**src/raster_pkg.sv**
```systemverilog
/* Word widths, RGB565 layout, opcodes and FSM encodings shared by the raster back end.
   Referenced by scoped name from every stage */
package raster_pkg;

    localparam int CMD_WIDTH = 16;

    typedef logic [CMD_WIDTH-1:0] cmd_word_t;

    // RGB565, used both in the color buffer and on the output stream
    typedef logic [15:0] pixel_t;

    localparam int R_MSB = 15;
    localparam int R_LSB = 11;
    localparam int G_MSB = 10;
    localparam int G_LSB = 5;
    localparam int B_MSB = 4;
    localparam int B_LSB = 0;

    typedef logic [2:0] color_mask_t;

    localparam int MASK_R = 2;
    localparam int MASK_G = 1;
    localparam int MASK_B = 0;
    localparam color_mask_t MASK_ALL = 3'b111;

    localparam int OPCODE_MSB = 15;
    localparam int OPCODE_LSB = 12;

    typedef enum logic [3:0] {
        OP_NOP         = 4'd0,
        OP_SCISSOR     = 4'd1,
        OP_CLEAR_COLOR = 4'd2,
        OP_MASK        = 4'd3,
        OP_CLEAR       = 4'd4,
        OP_PIXEL       = 4'd5,
        OP_SWAP        = 4'd6
    } opcode_e;

    typedef enum logic {DEC_HEADER, DEC_PAYLOAD} dec_state_e;
    typedef enum logic [1:0] {EX_IDLE, EX_CLEAR, EX_SWAP} exec_state_e;
    typedef enum logic [1:0] {ST_IDLE, ST_SEND, ST_SWAP} stream_state_e;

endpackage

```
**src/framebuffer_streamer.sv**
```systemverilog
/* Streams the color buffer out row-major, one RGB565 pixel per beat, then runs
   the swap_fb / fb_swapped handshake with the display side */
`timescale 1ns/1ps

module framebuffer_streamer #(
    parameter int RES_BITS = 4
)
(
    input  logic                  aclk,
    input  logic                  arst_n,

    input  logic                  stream_start,
    output logic                  stream_done,

    output logic [2*RES_BITS-1:0] rd_addr,
    input  raster_pkg::pixel_t    rd_data,

    output logic                  m_framebuffer_axis_tvalid,
    input  logic                  m_framebuffer_axis_tready,
    output raster_pkg::pixel_t    m_framebuffer_axis_tdata,
    output logic                  m_framebuffer_axis_tlast,

    output logic                  swap_fb,
    input  logic                  fb_swapped
);
    localparam int ADDR_BITS = 2 * RES_BITS;
    localparam logic [ADDR_BITS-1:0] LAST_ADDR = '1;

    raster_pkg::stream_state_e state;
    logic [ADDR_BITS-1:0]      beat_addr;
    logic                      beat_fire;

    // rd_data always holds the pixel at beat_addr
    assign m_framebuffer_axis_tvalid = (state == raster_pkg::ST_SEND);
    assign m_framebuffer_axis_tdata  = rd_data;
    assign m_framebuffer_axis_tlast  = m_framebuffer_axis_tvalid && (beat_addr == LAST_ADDR);
    assign beat_fire                 = m_framebuffer_axis_tvalid && m_framebuffer_axis_tready;
    assign swap_fb                   = (state == raster_pkg::ST_SWAP);

    // Read one address ahead on a transfer to hide the read latency
    always_comb
    begin
        if (beat_fire)
            rd_addr = beat_addr + 1'b1;
        else
            rd_addr = beat_addr;
    end

    always_ff @(posedge aclk or negedge arst_n)
    begin
        if (!arst_n)
        begin
            state       <= raster_pkg::ST_IDLE;
            beat_addr   <= '0;
            stream_done <= 1'b0;
        end
        else
        begin
            stream_done <= 1'b0;
            case (state)
                raster_pkg::ST_IDLE:
                begin
                    if (stream_start)
                        state <= raster_pkg::ST_SEND;
                end
                raster_pkg::ST_SEND:
                begin
                    if (beat_fire)
                    begin
                        // Wraps back to zero after the last beat
                        beat_addr <= beat_addr + 1'b1;
                        if (m_framebuffer_axis_tlast)
                            state <= raster_pkg::ST_SWAP;
                    end
                end
                raster_pkg::ST_SWAP:
                begin
                    if (fb_swapped)
                    begin
                        state       <= raster_pkg::ST_IDLE;
                        stream_done <= 1'b1;
                    end
                end
                default: state <= raster_pkg::ST_IDLE;
            endcase
        end
    end

endmodule

```
**config.mk**
```make
export PLATFORM = sky130hd
export DESIGN_NAME = framebuffer_streamer
export DESIGN_NICKNAME = d
export VERILOG_FILES = /design/src/raster_pkg.sv /design/src/framebuffer_streamer.sv
export SDC_FILE = /design/constraint.sdc
export NUM_CORES = 1
export LEC_CHECK = 0
export ABC_AREA = 1
export BUFFER_PORTS_ARGS = -buffer_cell sky130_fd_sc_hd__buf_2
export CORE_MARGIN = 2
export CORE_UTILIZATION = 36
export DETAILED_ROUTE_END_ITERATION = 6
export PLACE_DENSITY_LB_ADDON = 0.08
export SYNTH_ARGS = -nofsm -noshare
export SYNTH_HDL_FRONTEND = slang
export SYNTH_SLANG_ARGS = --single-unit
```
**constraint.sdc**
```tcl
create_clock -name aclk -period 1.5 [get_ports aclk]
set_clock_uncertainty 0.2 [all_clocks]
set_input_delay 0.225 -clock aclk [delete_from_list [all_inputs] [get_ports aclk]]
set_output_delay 0.225 -clock aclk [all_outputs]
set_load 0.05 [all_outputs]
```
==> results.yml <==
critical_path:
  critPathRequiredTime_ps: 1070
  worstPathCellList: "ha_2 -> nand3_2 -> nor2_4 -> nand2_1 -> nand2_1 -> nand2_2 -> clkinvlp_4 -> buf_8"
  setup.worst_path.start_class: "register"
  endpoint_kind: "output pin"
  r2r_slack_ps: 60
  crit_type: "register to output pin"
  worst_ep_arrival_time_ps: 1500
  cpMaxStageDelayCell: "dfrtp_1"
  cp_num_buf_inv: 2
  critPathMaxStageDelay_ps: 360
  crit_top_cell: "nand2_1"
  cp_max_fo: 4
  path_delay_family: "simple AND/OR/NAND/NOR gates"
clock_tree:
  cts_sinks: 11
  numCtsBuffers: 3
  cts.path.max_buffers: 2
  clk_latency_ps: 270
  root_buffer: "clkbuf_4"
  cts_tree: "built"
  htreeDepth: 1
  path_clk_slew_ps: 80
drt:
  drt_wl_total_um: 1790
  drtPass1Iterations: 2
  routedWlPerCell_um: 12.0
  vias_per_cell: 4.32
  dr_total_vias: 643
  drtIter0Drc: 7
  drc: 0
  antenna_left: 0
layout:
  fin_util: 0.654
  n_fill_cell: 168
  area_growth_pct: 73.4
  layout.nets: 145
  fin_area_sq_um: 1260
  drive_gt1_frac: 0.631
  diodes: 0
worst_hold_path:
  hp-class: "primary input to async pin"
synth:
  synth_nets: 111
  synthDistinctLibCells: 16
  syn_area_sq_um: 724
  yosysWarnings: 0
  synthCells: 89
  yosysSeqAreaShare: 0.380
  ys_ff_latch: 11
  syn_area_per_cell_sq_um: 8.14
timing:
  setup-violations-final: 11
  period_minus_slack_ps: 1920
  tightest_slew_ps: 257
  hold_viol_final: 0
  max_slew_margin: 0.828
  fin_tns_setup_ps: -3560
  max_freq_mhz: 520
  post-route-period-util: 1.28
  rsz0062_at_grt: "true"
  slew_violations: 0
  worst_slack_ps: -422
power:
  total_power_uw: 2010
  p_leak_uw: 0.000623
  powerDensity_nw_per_um2: 1600
  vdd_drop_max_uv: 1010
global_route:
  grt_max_degree: 12
  grt_pass1_wl_um: 2950
  grt_usage: 0.161
  gr-total-overflow: 0
  antenna_found_initial: 0
  grt_pass1_vias: 671
placed_design:
  place_area_sq_um: 990
  post-dp-hpwl_um: 1230
  portBuffers: 16
  place_ws_ps: -249
  finalWeightedCongestion: 0.689
flow_run:
  drv_cap: 0
die:
  coreArea_sq_um: 1920
  initial_core_util: 0.377
  dieArea_sq_um: 2390
  die_h_um: 48.9
  row_count: 16
  die_w_um: 48.9
  num_io_pins: 49
run_status:
  violations: "setup timing"
  run_status: "complete, but fails checks"
-- area by class of cell --
cell class / count / area, sq um / area share
clock buffers: 4 / 26.3 / 0.0209
inverters: 11 / 50.0 / 0.0398
multi-input cells: 51 / 434 / 0.346
flip-flops and latches: 11 / 277 / 0.220
well taps: 27 / 33.8 / 0.0269
repair buffers: 45 / 435 / 0.347
-- cells in the final DEF (no fill, tap or decap), types with 5 or more instances in the layout --
| cell | Yosys | layout |
|---|---|---|
| buf_2 | 0 | 5 |
| buf_4 | 16 | 18 |
| buf_6 | 0 | 12 |
| buf_8 | 0 | 6 |
| dfrtp_1 | 11 | 10 |
| inv_1 | 11 | 7 |
| nand2_1 | 26 | 14 |
| nand2_2 | 0 | 7 |
| nand2_4 | 0 | 5 |
-- synth_stat cells --
master	number	share of area
buf_4	16	0.17
dfrtp_1	11	0.38
ha_1	1	0.017
inv_1	11	0.057
nand2_1	26	0.13
nand3_1	4	0.028
nand3_4	1	0.024
nand3b_1	1	0.010
nand4_1	2	0.017
nor2_1	3	0.016
nor2_4	2	0.031
nor3_1	1	0.0069
nor4_1	1	0.0086
o21ai_1	1	0.0069
xnor2_1	4	0.048
xor2_1	4	0.048
-- layer usage --
| metal | up-vias | global-route usage | part of all wire |
|---|---|---|---|
| li1 | 325 | - | - |
| met1 | 293 | 0.171 | 0.36 |
| met2 | 23 | 0.279 | 0.54 |
| met3 | 2 | 0.0828 | 0.097 |
| met4 | 0 | 0.0429 | 0.0028 |
| met5 | - | 0 | 0 |
-- logic make-up (layout without fill, tap and decap cells) --
logic type | after synthesis | after routing | synth area share
and+or+nand+nor | 41 | 41 | 0.276
buffers and inverters | 27 | 60 | 0.223
DFF | 11 | 11 | 0.380
xor gates and xnor gates | 8 | 8 | 0.0967
adders and majority gates | 1 | 1 | 0.0173
AOI/OAI and AO/OA | 1 | 1 | 0.00690
-- power breakdown --
part | total (uW) | switching [uW] | internal (uW)
logic | 1360 | 756 | 605
clock network | 206 | 103 | 103
registers | 446 | 66.8 | 379
-- worst paths after layout --
check | from | end | cells past startpoint
setup / recovery | beat_addr[1] | rd_addr[6] | 8
hold / removal | arst_n | stream_done | 2
setup reg to reg | state[0] | state[0] | 8
hold reg to reg | state[1] | state[0] | 3
max in group asynchronous | arst_n | beat_addr[2] | 2
min in group aclk | m_framebuffer_axis_tready | state[0] | 5
-- flip-flops by register name (all words and copies together) (netlist names) --
signal       flops
stream_done      1
beat_addr        8
state            2
-- worst reg2reg max path, stage by stage (launching register included) --
cell	delay [ps]
dfrtp_1	430
buf_6	160
nand2_4	70
buf_6	100
inv_4	30
buf_4	120
buf_4	120
nand2_1	60
nand2_1	50
-- per-stage QoR --
stage          hold WS [ps]  std cells
6_report                143        149
5_1_grt                 179        149
4_1_cts                 158        148
3_5_place_dp          -86.6        138
3_3_place_gp          -85.5        138
2_1_floorplan          -271         89
-- what timing repair did --
item | CTS | global route
pin swaps | 11 | 13
hold buffers | 3 | 0
setup buffers | 3 | 3
gates resized for setup | 48 | 7
setup endpoints to repair | 11 | 15
endpoints found under the hold margin | 13 | 0
Note: power is estimated with default switching activity, not from simulation.
