==> src/raster_pkg.sv <==
/* Word widths, RGB565 layout, opcodes and FSM encodings shared by the raster back end.
   Referenced by scoped name from every stage */
package raster_pkg;

    localparam int CMD_WIDTH = 16;

    typedef logic [CMD_WIDTH-1:0] cmd_word_t;

    // RGB565, used both in the color buffer and on the output stream
    typedef logic [15:0] pixel_t;

    localparam int R_MSB = 15;
    localparam int R_LSB = 11;
    localparam int G_MSB = 10;
    localparam int G_LSB = 5;
    localparam int B_MSB = 4;
    localparam int B_LSB = 0;

    typedef logic [2:0] color_mask_t;

    localparam int MASK_R = 2;
    localparam int MASK_G = 1;
    localparam int MASK_B = 0;
    localparam color_mask_t MASK_ALL = 3'b111;

    localparam int OPCODE_MSB = 15;
    localparam int OPCODE_LSB = 12;

    typedef enum logic [3:0] {
        OP_NOP         = 4'd0,
        OP_SCISSOR     = 4'd1,
        OP_CLEAR_COLOR = 4'd2,
        OP_MASK        = 4'd3,
        OP_CLEAR       = 4'd4,
        OP_PIXEL       = 4'd5,
        OP_SWAP        = 4'd6
    } opcode_e;

    typedef enum logic {DEC_HEADER, DEC_PAYLOAD} dec_state_e;
    typedef enum logic [1:0] {EX_IDLE, EX_CLEAR, EX_SWAP} exec_state_e;
    typedef enum logic [1:0] {ST_IDLE, ST_SEND, ST_SWAP} stream_state_e;

endpackage

==> src/pixel_executor.sv <==
/* Holds the render state and the RGB565 color buffer. Executes clear, pixel
   write and swap operations from the decoder and serves buffer reads to the streamer */
`timescale 1ns/1ps

module pixel_executor #(
    parameter int RES_BITS = 4
)
(
    input  logic                      aclk,
    input  logic                      arst_n,

    input  logic                      op_valid,
    output logic                      op_ready,
    input  raster_pkg::opcode_e       op_code,
    input  raster_pkg::cmd_word_t     op_header,
    input  raster_pkg::cmd_word_t     op_word0,
    input  raster_pkg::cmd_word_t     op_word1,

    output logic                      stream_start,
    input  logic                      stream_done,

    input  logic [2*RES_BITS-1:0]     rd_addr,
    output raster_pkg::pixel_t        rd_data
);
    localparam int ADDR_BITS = 2 * RES_BITS;
    localparam int DEPTH     = 1 << ADDR_BITS;
    // x sits in the high byte of a coordinate word, y in the low byte
    localparam int X_POS     = 8;
    localparam int Y_POS     = 0;

    raster_pkg::exec_state_e state;
    raster_pkg::pixel_t      mem [DEPTH];
    logic                    scissor_en;
    logic [RES_BITS-1:0]     sc_x0;
    logic [RES_BITS-1:0]     sc_y0;
    logic [RES_BITS-1:0]     sc_x1;
    logic [RES_BITS-1:0]     sc_y1;
    raster_pkg::pixel_t      clear_color;
    raster_pkg::color_mask_t color_mask;
    logic [RES_BITS-1:0]     cx;
    logic [RES_BITS-1:0]     cy;
    logic                    pix_pending;
    logic [RES_BITS-1:0]     pix_x;
    logic [RES_BITS-1:0]     pix_y;
    raster_pkg::pixel_t      pix_color;
    logic                    op_fire;
    logic                    wr_req;
    logic [RES_BITS-1:0]     wr_x;
    logic [RES_BITS-1:0]     wr_y;
    raster_pkg::pixel_t      wr_color;
    logic                    in_scissor;
    logic                    wr_en;
    logic [ADDR_BITS-1:0]    wr_addr;

    assign op_ready = (state == raster_pkg::EX_IDLE);
    assign op_fire  = op_valid && op_ready;

    // A pending pixel write can never fall inside a clear sweep
    always_comb
    begin
        if (state == raster_pkg::EX_CLEAR)
        begin
            wr_req   = 1'b1;
            wr_x     = cx;
            wr_y     = cy;
            wr_color = clear_color;
        end
        else
        begin
            wr_req   = pix_pending;
            wr_x     = pix_x;
            wr_y     = pix_y;
            wr_color = pix_color;
        end
    end

    // Scissor bounds are inclusive on both ends
    assign in_scissor = !scissor_en ||
                        ((wr_x >= sc_x0) && (wr_x <= sc_x1) &&
                         (wr_y >= sc_y0) && (wr_y <= sc_y1));
    assign wr_en   = wr_req && in_scissor;
    assign wr_addr = {wr_y, wr_x};

    always_ff @(posedge aclk or negedge arst_n)
    begin
        if (!arst_n)
        begin
            state        <= raster_pkg::EX_IDLE;
            scissor_en   <= 1'b0;
            sc_x0        <= '0;
            sc_y0        <= '0;
            sc_x1        <= '0;
            sc_y1        <= '0;
            clear_color  <= '0;
            color_mask   <= raster_pkg::MASK_ALL;
            cx           <= '0;
            cy           <= '0;
            pix_pending  <= 1'b0;
            stream_start <= 1'b0;
        end
        else
        begin
            stream_start <= 1'b0;
            pix_pending  <= 1'b0;
            case (state)
                raster_pkg::EX_IDLE:
                begin
                    if (op_fire)
                    begin
                        case (op_code)
                            raster_pkg::OP_SCISSOR:
                            begin
                                scissor_en <= op_header[0];
                                sc_x0      <= op_word0[X_POS +: RES_BITS];
                                sc_y0      <= op_word0[Y_POS +: RES_BITS];
                                sc_x1      <= op_word1[X_POS +: RES_BITS];
                                sc_y1      <= op_word1[Y_POS +: RES_BITS];
                            end
                            raster_pkg::OP_CLEAR_COLOR: clear_color <= op_word0;
                            raster_pkg::OP_MASK:        color_mask  <= op_header[2:0];
                            raster_pkg::OP_CLEAR:
                            begin
                                state <= raster_pkg::EX_CLEAR;
                                cx    <= '0;
                                cy    <= '0;
                            end
                            raster_pkg::OP_PIXEL:       pix_pending <= 1'b1;
                            raster_pkg::OP_SWAP:
                            begin
                                state        <= raster_pkg::EX_SWAP;
                                stream_start <= 1'b1;
                            end
                            default:
                            begin
                            end
                        endcase
                    end
                end
                raster_pkg::EX_CLEAR:
                begin
                    // Row-major sweep, one pixel per cycle
                    cx <= cx + 1'b1;
                    if (&cx)
                    begin
                        cy <= cy + 1'b1;
                        if (&cy)
                            state <= raster_pkg::EX_IDLE;
                    end
                end
                raster_pkg::EX_SWAP:
                begin
                    if (stream_done)
                        state <= raster_pkg::EX_IDLE;
                end
                default: state <= raster_pkg::EX_IDLE;
            endcase
        end
    end

    always_ff @(posedge aclk)
    begin
        if (op_fire && (op_code == raster_pkg::OP_PIXEL))
        begin
            pix_x     <= op_word0[X_POS +: RES_BITS];
            pix_y     <= op_word0[Y_POS +: RES_BITS];
            pix_color <= op_word1;
        end
    end

    // Masked channels keep their stored value
    always_ff @(posedge aclk)
    begin
        if (wr_en)
        begin
            if (color_mask[raster_pkg::MASK_R])
                mem[wr_addr][raster_pkg::R_MSB:raster_pkg::R_LSB] <=
                    wr_color[raster_pkg::R_MSB:raster_pkg::R_LSB];
            if (color_mask[raster_pkg::MASK_G])
                mem[wr_addr][raster_pkg::G_MSB:raster_pkg::G_LSB] <=
                    wr_color[raster_pkg::G_MSB:raster_pkg::G_LSB];
            if (color_mask[raster_pkg::MASK_B])
                mem[wr_addr][raster_pkg::B_MSB:raster_pkg::B_LSB] <=
                    wr_color[raster_pkg::B_MSB:raster_pkg::B_LSB];
        end
        rd_data <= mem[rd_addr];
    end

endmodule

==> config.mk <==
export PLATFORM = sky130hd
export DESIGN_NAME = pixel_executor
export DESIGN_NICKNAME = d
export VERILOG_FILES = /design/src/raster_pkg.sv /design/src/pixel_executor.sv
export SDC_FILE = /design/constraint.sdc
export NUM_CORES = 2
export LEC_CHECK = 0
export BUFFER_PORTS_ARGS = -buffer_cell sky130_fd_sc_hd__buf_2
export CAP_MARGIN = 15
export CORE_MARGIN = 1
export CORE_UTILIZATION = 40
export DETAILED_ROUTE_END_ITERATION = 8
export PLACE_DENSITY_LB_ADDON = 0.05
export SLEW_MARGIN = 25
export SYNTH_ARGS = -nofsm -noshare
export SYNTH_HDL_FRONTEND = slang
export SYNTH_SLANG_ARGS = --single-unit
==> constraint.sdc <==
create_clock -name aclk -period 8.2 [get_ports aclk]
set_input_delay 0.41 -clock aclk [delete_from_list [all_inputs] [get_ports aclk]]
set_output_delay 0.41 -clock aclk [all_outputs]
set_load 0.01 [all_outputs]
==> impl_metrics.tcl <==
set metrics [dict create \
    status "completed" \
    dp_slack_ns 2.525 \
    path_clk_slew_ns 0.06 \
    cp-end-kind "register" \
    worst_slack_ns 2.242 \
    layout-drive-gt1-share_pct 20.67 \
    drc_errors 0 \
    crit_type "reg -> reg" \
    async_flop_share_pct 1.147 \
    cts_sinks 4184 \
    leakage_uw 0.05843 \
    antenna_found_initial 29 \
    drt-wirelength-per-cell_microns 33.71 \
    fp.dieH_microns 644.0 \
    hold_viol_final 0 \
    hp-class "in -> async" \
    rsz0062_at_grt "no" \
    hpwl_microns 316400 \
    synth_edf_count 4120 \
    synthCells 8479 \
    p_total_uw 53700 \
    start_util_pct 40.23 \
    die_area_sq_um 414800 \
    place.gp.congestion 0.8202 \
    routed-via-count 83750 \
    vdd.ir_drop.worst_mv 0.2554 \
    avgSynthCellArea_sq_um 19.45 \
    fp.coreArea_sq_um 409900 \
    setup_viol 0 \
    wl_microns 491100 \
    dr.pass1.iters 5 \
    postCtsSetupBuffers 0 \
    first_iter_violations 8609 \
    dominantRegCellSynth "edfxtp_1" \
    tritoncts "done" \
    ys_top_cells_by_area "edfxtp_1 75%, mux4_2 11%, mux2i_1 3.4%" \
    grt_max_degree 176 \
    max_freq_ghz 0.1678 \
    cts_buffers 446 \
    max-cap-violations 0 \
    clockRootBuffer "clkbuf_16" \
    area_delta_synth_final_pct 13.34 \
    htreeDepth 5 \
    grt_pass1_vias 84950 \
    netlist_area_sq_um 164900 \
    synth_top_area_cell "edfxtp_1" \
    fin_nets 8798 \
    synth_top_cell_area_share_pct 75.04 \
    io_buffers 68 \
    fill_cells 35020 \
    tightest_slew_ns 1.217 \
    period_share_pct 72.66 \
    yosys_warnings 0 \
    gr-total-overflow 0 \
    worstPathRequired_ns 8.82 \
    grt_pass1_wl_microns 682700 \
    worstSkewPairLatency_ns 0.99 \
    worstSetupStartpointType "register" \
    viasPerCell 5.750 \
    slew_headroom_pct 16.79 \
    yosysUniqueCellTypes 68 \
    setup-tns-final_ns 0 \
    ant_nets 0 \
    clock_path_buffers 4 \
    final_common_cell "edfxtp_1" \
    utilization_pct 45.59 \
    powerDensity_nw_per_um2 287.3 \
    regArea_sq_um 125200 \
    synth-seq-cells 4184 \
    min_period_ns 5.958 \
    layout_common_cells "4120 x edfxtp_1, 849 x nor2_1, 827 x mux4_2" \
    worst-path-max-fanout 133 \
    cp.arrival_ns 6.58 \
    multi_input_area_sq_um 37040 \
    synth-seq-area-share_pct 75.96 \
    fin_skew_ns 0.03791 \
    grt_usage_pct 23.37 \
    rows 235 \
    report.final.slew_viol_count 0 \
    io_pins 82 \
    die_x_microns 644.0 \
    postSynthNetCount 8561 \
]
path summary, 6_finish.rpt:
| kind | from | endpoint | slack [ns] | cells past startpoint |
|---|---|---|---|---|
| worst max register to register | state[1]$_DFFE_PN0P_ | mem[240][10]$_DFFE_PP_ | 2.24 | 13 |
| worst min register to register | clear_color[9]$_DFFE_PN0P_ | clear_color[9]$_DFFE_PN0P_ | 0.51 | 1 |
| min in group aclk | op_valid | cx[3]$_DFFE_PN0P_ | 0.10 | 5 |
| worst min-delay path | arst_n | cy[1]$_DFFE_PN0P_ | 0.10 | 3 |
| worst max-delay path | state[1]$_DFFE_PN0P_ | mem[240][10]$_DFFE_PP_ | 2.24 | 13 |
| max in group asynchronous | arst_n | sc_y0[0]$_DFFE_PN0P_ | 7.66 | 3 |
critical path, cell delays in order, from the launching register on:
cell	delay [ns]
dfrtp_1	0.45
nand2b_1	0.49
buf_4	0.37
mux2i_1	0.31
inv_1	0.14
ha_1	0.31
o21a_1	0.11
o21a_1	0.17
o21a_1	0.20
o41ai_1	0.73
o211ai_1	0.27
buf_12	0.31
buf_4	0.56
nor2_1	0.73
flip-flops by register name, indices dropped and copies added (netlist names):
signal / count
mem: 4096
clear_color: 16
pix_color: 16
rd_data: 16
cx: 4
cy: 4
pix_x: 4
pix_y: 4
sc_x0: 4
sc_x1: 4
sc_y0: 4
sc_y1: 4
color_mask: 3
state: 2
pix_pending: 1
scissor_en: 1
stream_start: 1
per-layer routing:
metal | share of wire (%) | global-route usage (%)
met1 | 42 | 32.36
met4 | 2.3 | 5.527
met3 | 6.0 | 3.432
met2 | 49 | 39.13
met5 | 0.0083 | 0
where the power goes:
part | switching (uW) | internal, uW | leakage [uW] | total, uW
clock | 8440 | 11900 | 0.00714 | 20400
sequential | 71.2 | 26300 | 0.0380 | 26400
combinational | 5770 | 1200 | 0.0133 | 6980
total | 14300 | 39400 | 0.0584 | 53700
cell usage after synthesis (34+ instances only):
cell,n
buf_2,82
buf_6,57
edfxtp_1,4120
mux2i_1,564
mux2_2,43
o22ai_1,161
o21ai_0,58
nor4_1,45
a21oi_1,118
mux4_2,827
dfrtp_1,45
nor2_1,876
nand2_1,366
buf_4,48
nor3_1,184
a221oi_1,34
o221ai_1,169
buf_1,52
a22oi_1,43
clkbuf_1,275
logic make-up after synthesis:
kind of cell | synth area share [%]
flops | 75.96
compound gates | 3.031
mux | 15.01
simple gates | 4.008
buf+inv | 1.839
fa+ha+maj | 0.1366
xor+xnor | 0.01063
what timing repair did:
action,in CTS,in global routing
gates resized for setup,0,0
endpoints found under the hold margin,115,0
hold buffers,47,0
final cells by class:
cell class	count	share of cell area, %
Tap cell	5451	3.650
Timing Repair Buffer	321	1.588
Antenna cell	20	0.02678
Sequential cell	4184	67.02
Multi-Input combinational cell	3740	19.82
Clock buffer	549	6.358
Inverter	23	0.05289
Clock inverter	278	1.484
per-stage QoR:
step / cell area [sq um] / hold slack (ns) / std cells
6_report: 186900 / 0.1017 / 14570
4_1_cts: 186700 / 0.004325 / 14540
2_1_floorplan: 164900 / 0.1144 / 8479
3_3_place_gp: 171500 / 0.4895 / 13670
3_5_place_dp: 171600 / 0.4950 / 13670
5_1_grt: 186800 / 0.1156 / 14550
Note: power is estimated with default switching activity, not from simulation.
