## src/raster_pkg.sv

```systemverilog
/* Word widths, RGB565 layout, opcodes and FSM encodings shared by the raster back end.
   Referenced by scoped name from every stage */
package raster_pkg;

    localparam int CMD_WIDTH = 16;

    typedef logic [CMD_WIDTH-1:0] cmd_word_t;

    // RGB565, used both in the color buffer and on the output stream
    typedef logic [15:0] pixel_t;

    localparam int R_MSB = 15;
    localparam int R_LSB = 11;
    localparam int G_MSB = 10;
    localparam int G_LSB = 5;
    localparam int B_MSB = 4;
    localparam int B_LSB = 0;

    typedef logic [2:0] color_mask_t;

    localparam int MASK_R = 2;
    localparam int MASK_G = 1;
    localparam int MASK_B = 0;
    localparam color_mask_t MASK_ALL = 3'b111;

    localparam int OPCODE_MSB = 15;
    localparam int OPCODE_LSB = 12;

    typedef enum logic [3:0] {
        OP_NOP         = 4'd0,
        OP_SCISSOR     = 4'd1,
        OP_CLEAR_COLOR = 4'd2,
        OP_MASK        = 4'd3,
        OP_CLEAR       = 4'd4,
        OP_PIXEL       = 4'd5,
        OP_SWAP        = 4'd6
    } opcode_e;

    typedef enum logic {DEC_HEADER, DEC_PAYLOAD} dec_state_e;
    typedef enum logic [1:0] {EX_IDLE, EX_CLEAR, EX_SWAP} exec_state_e;
    typedef enum logic [1:0] {ST_IDLE, ST_SEND, ST_SWAP} stream_state_e;

endpackage

```

## src/cmd_decoder.sv

```systemverilog
/* Collects a header word and its payload words from the command stream and
   presents them to the executor as one operation */
`timescale 1ns/1ps

module cmd_decoder
(
    input  logic                  aclk,
    input  logic                  arst_n,

    input  logic                  s_cmd_axis_tvalid,
    output logic                  s_cmd_axis_tready,
    input  raster_pkg::cmd_word_t s_cmd_axis_tdata,

    output logic                  op_valid,
    input  logic                  op_ready,
    output raster_pkg::opcode_e   op_code,
    output raster_pkg::cmd_word_t op_header,
    output raster_pkg::cmd_word_t op_word0,
    output raster_pkg::cmd_word_t op_word1
);
    raster_pkg::dec_state_e state;
    raster_pkg::opcode_e    hdr_op;
    logic [1:0]             hdr_len;
    logic [1:0]             word_len;
    logic [1:0]             word_cnt;
    logic                   word_fire;

    // Payload word count per opcode, unknown codes carry none
    function automatic logic [1:0] payload_len(input raster_pkg::opcode_e op);
        case (op)
            raster_pkg::OP_SCISSOR:     payload_len = 2'd2;
            raster_pkg::OP_CLEAR_COLOR: payload_len = 2'd1;
            raster_pkg::OP_PIXEL:       payload_len = 2'd2;
            default:                    payload_len = 2'd0;
        endcase
    endfunction

    // Only one complete operation is buffered
    assign s_cmd_axis_tready = !op_valid;
    assign word_fire         = s_cmd_axis_tvalid && s_cmd_axis_tready;

    assign hdr_op = raster_pkg::opcode_e'(
        s_cmd_axis_tdata[raster_pkg::OPCODE_MSB:raster_pkg::OPCODE_LSB]);
    assign hdr_len = payload_len(hdr_op);
    assign op_code = raster_pkg::opcode_e'(
        op_header[raster_pkg::OPCODE_MSB:raster_pkg::OPCODE_LSB]);

    always_ff @(posedge aclk or negedge arst_n)
    begin
        if (!arst_n)
        begin
            state    <= raster_pkg::DEC_HEADER;
            op_valid <= 1'b0;
            word_len <= 2'd0;
            word_cnt <= 2'd0;
        end
        else
        begin
            if (op_valid && op_ready)
                op_valid <= 1'b0;

            if (word_fire)
            begin
                if (state == raster_pkg::DEC_HEADER)
                begin
                    word_len <= hdr_len;
                    word_cnt <= 2'd0;
                    if (hdr_len == 2'd0)
                        op_valid <= 1'b1;
                    else
                        state <= raster_pkg::DEC_PAYLOAD;
                end
                else
                begin
                    word_cnt <= word_cnt + 2'd1;
                    if (word_cnt == word_len - 2'd1)
                    begin
                        op_valid <= 1'b1;
                        state    <= raster_pkg::DEC_HEADER;
                    end
                end
            end
        end
    end

    always_ff @(posedge aclk)
    begin
        if (word_fire)
        begin
            if (state == raster_pkg::DEC_HEADER)
                op_header <= s_cmd_axis_tdata;
            else if (word_cnt == 2'd0)
                op_word0 <= s_cmd_axis_tdata;
            else
                op_word1 <= s_cmd_axis_tdata;
        end
    end

endmodule

```

## config.mk

```make
export PLATFORM = sky130hd
export DESIGN_NAME = cmd_decoder
export DESIGN_NICKNAME = d
export VERILOG_FILES = /design/src/raster_pkg.sv /design/src/cmd_decoder.sv
export SDC_FILE = /design/constraint.sdc
export NUM_CORES = 1
export LEC_CHECK = 0
export ABC_AREA = 1
export BUFFER_PORTS_ARGS = -buffer_cell sky130_fd_sc_hd__buf_2
export CAP_MARGIN = 40
export CORE_MARGIN = 10
export CORE_UTILIZATION = 47
export DETAILED_ROUTE_END_ITERATION = 8
export PLACE_DENSITY = 0.78
export SYNTH_ARGS = -nofsm -noshare
export SYNTH_HDL_FRONTEND = slang
export SYNTH_SLANG_ARGS = --single-unit
```

## constraint.sdc

```tcl
create_clock -name aclk -period 2.1 [get_ports aclk]
set_clock_uncertainty 0.1 [all_clocks]
set_input_delay 0.21 -clock aclk [delete_from_list [all_inputs] [get_ports aclk]]
set_output_delay 0.21 -clock aclk [all_outputs]
set_load 0.01 [all_outputs]
```

==> results of run 1 <==
-- cells in the final DEF (no fill, tap or decap), types with 4 or more instances in the layout --
| cell type | Yosys | final |
|---|---|---|
| dfrtp_1 | 6 | 6 |
| nand3_1 | 4 | 4 |
| buf_4 | 4 | 4 |
| inv_1 | 9 | 9 |
| edfxtp_1 | 48 | 48 |
| clkbuf_8 | 0 | 5 |
| nand2_1 | 11 | 11 |
| buf_2 | 0 | 73 |
| nor2_1 | 5 | 5 |
-- through the flow --
step	instances	total power [W]	utilization
after floorplan	100	0.00187	-
after global placement	221	0.00214	0.608
after detailed placement	221	0.00217	0.608
after CTS	230	0.00282	0.640
after global routing	231	0.00295	0.643
final	231	0.00279	0.643
-- critical path, cell delays in order, from the launching register on --
cell and delay, ns:
dfrtp_1 0.39, inv_1 0.13, ha_1 0.19, inv_1 0.05, nor2_1 0.14, buf_4 0.21
-- cell type report --
class                           count  area share
Sequential cell                    54       0.666
Clock buffer                        6      0.0304
Tap cell                           48      0.0251
Multi-Input combinational cell     31      0.0712
Clock inverter                      2      0.0157
Timing Repair Buffer               79       0.174
Inverter                           11      0.0173
-- state kept, by name (all words and copies together), names as in the netlist --
| name | count |
|---|---|
| op_header | 16 |
| op_valid | 1 |
| op_word0 | 16 |
| op_word1 | 16 |
| state | 1 |
| word_cnt | 2 |
| word_len | 2 |
-- what timing repair did --
action                                 in CTS  in global routing
endpoints found under the hold margin       6                  3
buffers inserted                            0                  0
setup endpoints to repair                   0                  0
hold buffers                                1                  1
-- how the worst max path moves through the flow --
stage                      startpoint           end  slack, ns
after global placement       op_valid         state       0.66
final                     word_cnt[0]  op_word0[10]       0.60
after detailed placement     op_valid         state       0.61
after floorplan              op_valid   op_word0[0]       0.15
after CTS                    op_valid   word_len[0]       0.57
after global routing         op_valid   word_len[0]       0.42
-- power by group through the flow --
stage	sequential (W)	clock, W	combinational, W
after floorplan	0.00160	0	0.000270
after global placement	0.00151	0	0.000628
after detailed placement	0.00152	0	0.000647
after CTS	0.00149	0.000669	0.000655
after global routing	0.00151	0.000723	0.000718
final	0.00149	0.000659	0.000642
-- layer usage --
layer | wire length [um] | vias up | global-route usage
li1 | - | 512 | -
met1 | 1290 | 506 | 0.110
met2 | 1760 | 53 | 0.190
met3 | 595 | 4 | 0.0637
met4 | 28 | 0 | 0.0357
met5 | 0 | - | 0
-- cell families after synthesis --
kind of cell,after synthesis,synth area share
simple gates,26,0.0751
buf+inv,15,0.0389
compound gates,4,0.0109
flops,54,0.868
fa+ha+maj,1,0.00682
==> results.cfg, run 1 <==
[worst_setup_path]
crit_path_end_kind = flip-flop
crit_type = reg2reg
r2r_end = op_word0[10]
cp-start-kind = flip-flop
critPathMaxFanout = 9
reg2reg_from = word_cnt[0]
r2r_setup_slack_ns = 0.60
required_ns = 2.01
cp.arrival_ns = 1.41
reg2reg_depth = 5

[timing]
fin_crit_sh = 0.715
min_period_ns = 1.50
setup_slack_ns = 0.599
tightest_slew_ns = 0.505
hold_viol = 0
relSlewSlack = 0.663
rsz0062_at_grt = false
fin_tns_setup_ns = 0
fmax_ghz = 0.666
finalSetupViolations = 0
whs_ns = 0.00861
maxSlewViolCount = 0

[floorplanning]
die_y_um = 82.5
die_area_sq_um = 6800
start_util = 0.493
row_count = 22
core-area_sq_um = 3720
chipWidth_um = 82.5
pin_count = 74

[cts]
clk_pin_slew_ns = 0.08
cts_buffer_depth = 2
clockRootBuffer = clkbuf_8
clk_latency_ns = 0.30
numClockSinks = 54
numCtsBuffers = 5
htree_levels = 2
cts_resized = 0
cts_tree = yes

[min_path]
hold_end = op_word1[9]
hp-start = s_cmd_axis_tdata[9]
min_path_type = in2reg
holdPathStages = 1

[pwr]
comb_power_share = 0.230
power_density_nw_per_um2 = 1170
p_int_w = 0.00200
switching_power_w = 0.000791
power_leakage_nw = 0.997
peakVddDrop_mv = 0.586
pwr-share-clk = 0.236
swShare = 0.283
p_seq_frac = 0.535

[drt]
first_pass_iters = 4
drtIter0Drc = 30
drc = 0
vias_per_cell = 4.65
wl_mm = 3.68
wl_per_cell_um = 15.9
vias = 1075
ant_nets = 0

[job]
maxCapViolCount = 0

[global_routing]
grt_remaining_overflow = 0
track_usage = 0.110
grt_max_degree = 19
grt_pass1_vias = 1115
grt_first_pass_wirelength_mm = 5.54
antenna_found_initial = 0

[synth]
netlist_instances = 100
yosysTopAreaCell = edfxtp_1
ys_ff_latch = 54
synth.most_common_cell = edfxtp_1
yosys.area.top_type_share = 0.786
synthFlopType = edfxtp_1
yosysUniqueCellTypes = 16
syn_nets = 121
yosysWarningCount = 0
ys_seq_area_frac = 0.868
synth_commonest_cells = 48 x edfxtp_1, 11 x nand2_1, 9 x inv_1, 6 x dfrtp_1, 5 x nor2_1
async_flop_share = 0.111
synthTopCellsByArea = edfxtp_1 79%, dfrtp_1 8.2%, nand2_1 2.3%
syn_avg_cell_area_sq_um = 18.3
syn_area_sq_um = 1830
synth-edff-count = 48

[placement]
port_buffers = 73
dp_hpwl_mm = 2.90
place_ws_ns = 0.609
placed_area_sq_um = 2260
gp_congestion = 0.758

[finish]
n_fill_cell = 264
diodes = 0
multiInputGateArea_sq_um = 170
final_layout_size_suffix_gt1_frac = 0.497
final_area_sq_um = 2390
regArea_sq_um = 1590
final_nets = 203
syn_to_final_growth_pct = 30.3

[outcome]
status = finished, final reports clean
Note: power is estimated with default switching activity, not from simulation.
==> inputs of run 2 (changes only) <==
CORE_UTILIZATION = 42   (was 47)
PLACE_DENSITY = 0.74   (was 0.78)
clock period = 1.22 ns   (was 2.1 ns; I/O delays follow)
==> run 2 against run 1 <==
Against the previous run:
- the flow now finishes with violations (negative setup slack)
- clock-buffer cell count unchanged
- die area up 8.9%
- total power up 91%
- hold slack worse by 0.0080 ns
- flip-flop and latch count unchanged
- utilization up 2.2 points
- sequential power up 72%
- final cell count up 11%
- sequential share of layout area down 8.5 points
- non-clock buffer count up 24
- largest power group unchanged
==> results.cfg, run 2 (synthesized netlist as in run 1, its figures left out) <==
[drt]
wl_mm = 4.45
first_pass_iters = 4
drc = 0
drtIter0Drc = 92
ant_nets = 0
vias = 1194
vias_per_cell = 4.65
wl_per_cell_um = 17.3

[worst_setup_path]
reg2reg_from = op_valid
reg2reg_depth = 5
crit_chain = inv_2 -> nand2_4 -> buf_6 -> nor2_4 -> buf_12
worst-path-buf-inv = 3
cp.arrival_ns = 1.28
crit_type = reg2reg
critPathMaxFanout = 12
critPathMaxStageDelay_ns = 0.40
r2r_setup_slack_ns = -0.15
cp-start-kind = flip-flop
crit_path_end_kind = flip-flop
path_delay_family = flip-flops
required_ns = 1.13
r2r_end = op_header[2]
crit_slowest_cell = dfrtp_1

[cts]
clk_pin_slew_ns = 0.09
htree_levels = 2
cts_tree = yes
clockRootBuffer = clkbuf_8
cts_buffer_depth = 2
numCtsBuffers = 5
numClockSinks = 54
clk_latency_ns = 0.29

[timing]
hold_viol = 0
maxSlewViolCount = 0
finalSetupViolations = 52
relSlewSlack = 0.837
setup_slack_ns = -0.150
tightest_slew_ns = 0.242
min_period_ns = 1.37
rsz0062_at_grt = true
whs_ns = 0.000571
fin_crit_sh = 1.12
fmax_ghz = 0.730

[floorplanning]
pin_count = 74
die_y_um = 86.1
row_count = 23
chipWidth_um = 86.1
core-area_sq_um = 4120
die_area_sq_um = 7410
start_util = 0.445

[finish]
reg.largest.list = op_header x16, op_word0 x16, op_word1 x16
final_nets = 227
final_cell_mix = 71 x buf_2, 48 x edfxtp_1, 17 x dlygate4sd3_1
syn_to_final_growth_pct = 49.3
final_layout_size_suffix_gt1_frac = 0.556
final_common_cell = buf_2
diodes = 0

[outcome]
status = finished with violations
violations = negative setup slack

[global_routing]
grt_max_degree = 17
track_usage = 0.114
grt_remaining_overflow = 0
grt_first_pass_wirelength_mm = 6.63
antenna_found_initial = 0
grt_pass1_vias = 1292

[placement]
port_buffers = 73
place_ws_ns = -0.187
gp_congestion = 0.774
dp_hpwl_mm = 3.37

[min_path]
hold_end = op_valid
holdPathStages = 3
hp-start = op_ready
min_path_type = in2reg

[pwr]
power_density_nw_per_um2 = 1950
power_leakage_nw = 1.13
peakVddDrop_mv = 1.21

[job]
maxCapViolCount = 0
## run 2: timing repair
action | in CTS | in global routing
pin swaps | 0 | 2
hold endpoints to repair | 54 | 0
hold buffers | 17 | 0
gates resized for setup | 6 | 13
endpoints found under the setup margin | 53 | 54
setup buffers | 3 | 2
## run 2: worst max-delay path by stage
stage	from	to	slack (ns)	cells past startpoint
3_5_place_dp	word_cnt[0]	op_word0[1]	-0.19	5
3_3_place_gp	word_cnt[0]	op_word0[4]	-0.15	5
2_1_floorplan	op_valid	op_word0[0]	-0.31	5
6_report	op_valid	op_header[2]	-0.15	5
5_1_grt	op_valid	op_word0[11]	-0.20	6
4_1_cts	op_valid	op_word0[3]	-0.14	6
## run 2: layer usage
layer,share of wire,global-route usage
met5,0,0
met1,0.37,0.118
met4,0.013,0.0329
met2,0.52,0.202
met3,0.089,0.0501
## run 2: where the power goes
| group | switching (W) | internal [W] | leakage, nW |
|---|---|---|---|
| logic | 0.000882 | 0.000744 | 0.564 |
| clock network | 0.000528 | 0.000612 | 0.0514 |
| registers | 0.000128 | 0.00244 | 0.517 |
| total | 0.00154 | 0.00380 | 1.13 |
## run 2: worst min-delay path: cells and delay by family
family	cells	cell delay, ns
buf+inv	1	0.08
simple gates	2	0.16
## run 2: metrics by stage
| step | power [W] | util | cell area [sq um] | std cells | setup TNS [ns] |
|---|---|---|---|---|---|
| 2_1_floorplan | 0.00327 | - | 1850 | 100 | -12.38 |
| 4_1_cts | 0.00527 | 0.653 | 2690 | 257 | -6.26 |
| 6_report | 0.00534 | 0.665 | 2740 | 257 | -6.51 |
| 5_1_grt | 0.00563 | 0.665 | 2740 | 257 | -9.62 |
| 3_3_place_gp | 0.00393 | 0.576 | 2370 | 230 | -5.81 |
| 3_5_place_dp | 0.00401 | 0.576 | 2370 | 230 | -7.57 |
## run 2: area by class of cell
class | count | area, sq um
Clock buffer | 6 | 72.6
Clock inverter | 2 | 37.5
Fill cell | 299 | 1380
Inverter | 11 | 43.8
Multi-Input combinational cell | 31 | 230
Sequential cell | 54 | 1590
Tap cell | 50 | 62.6
Timing Repair Buffer | 103 | 698
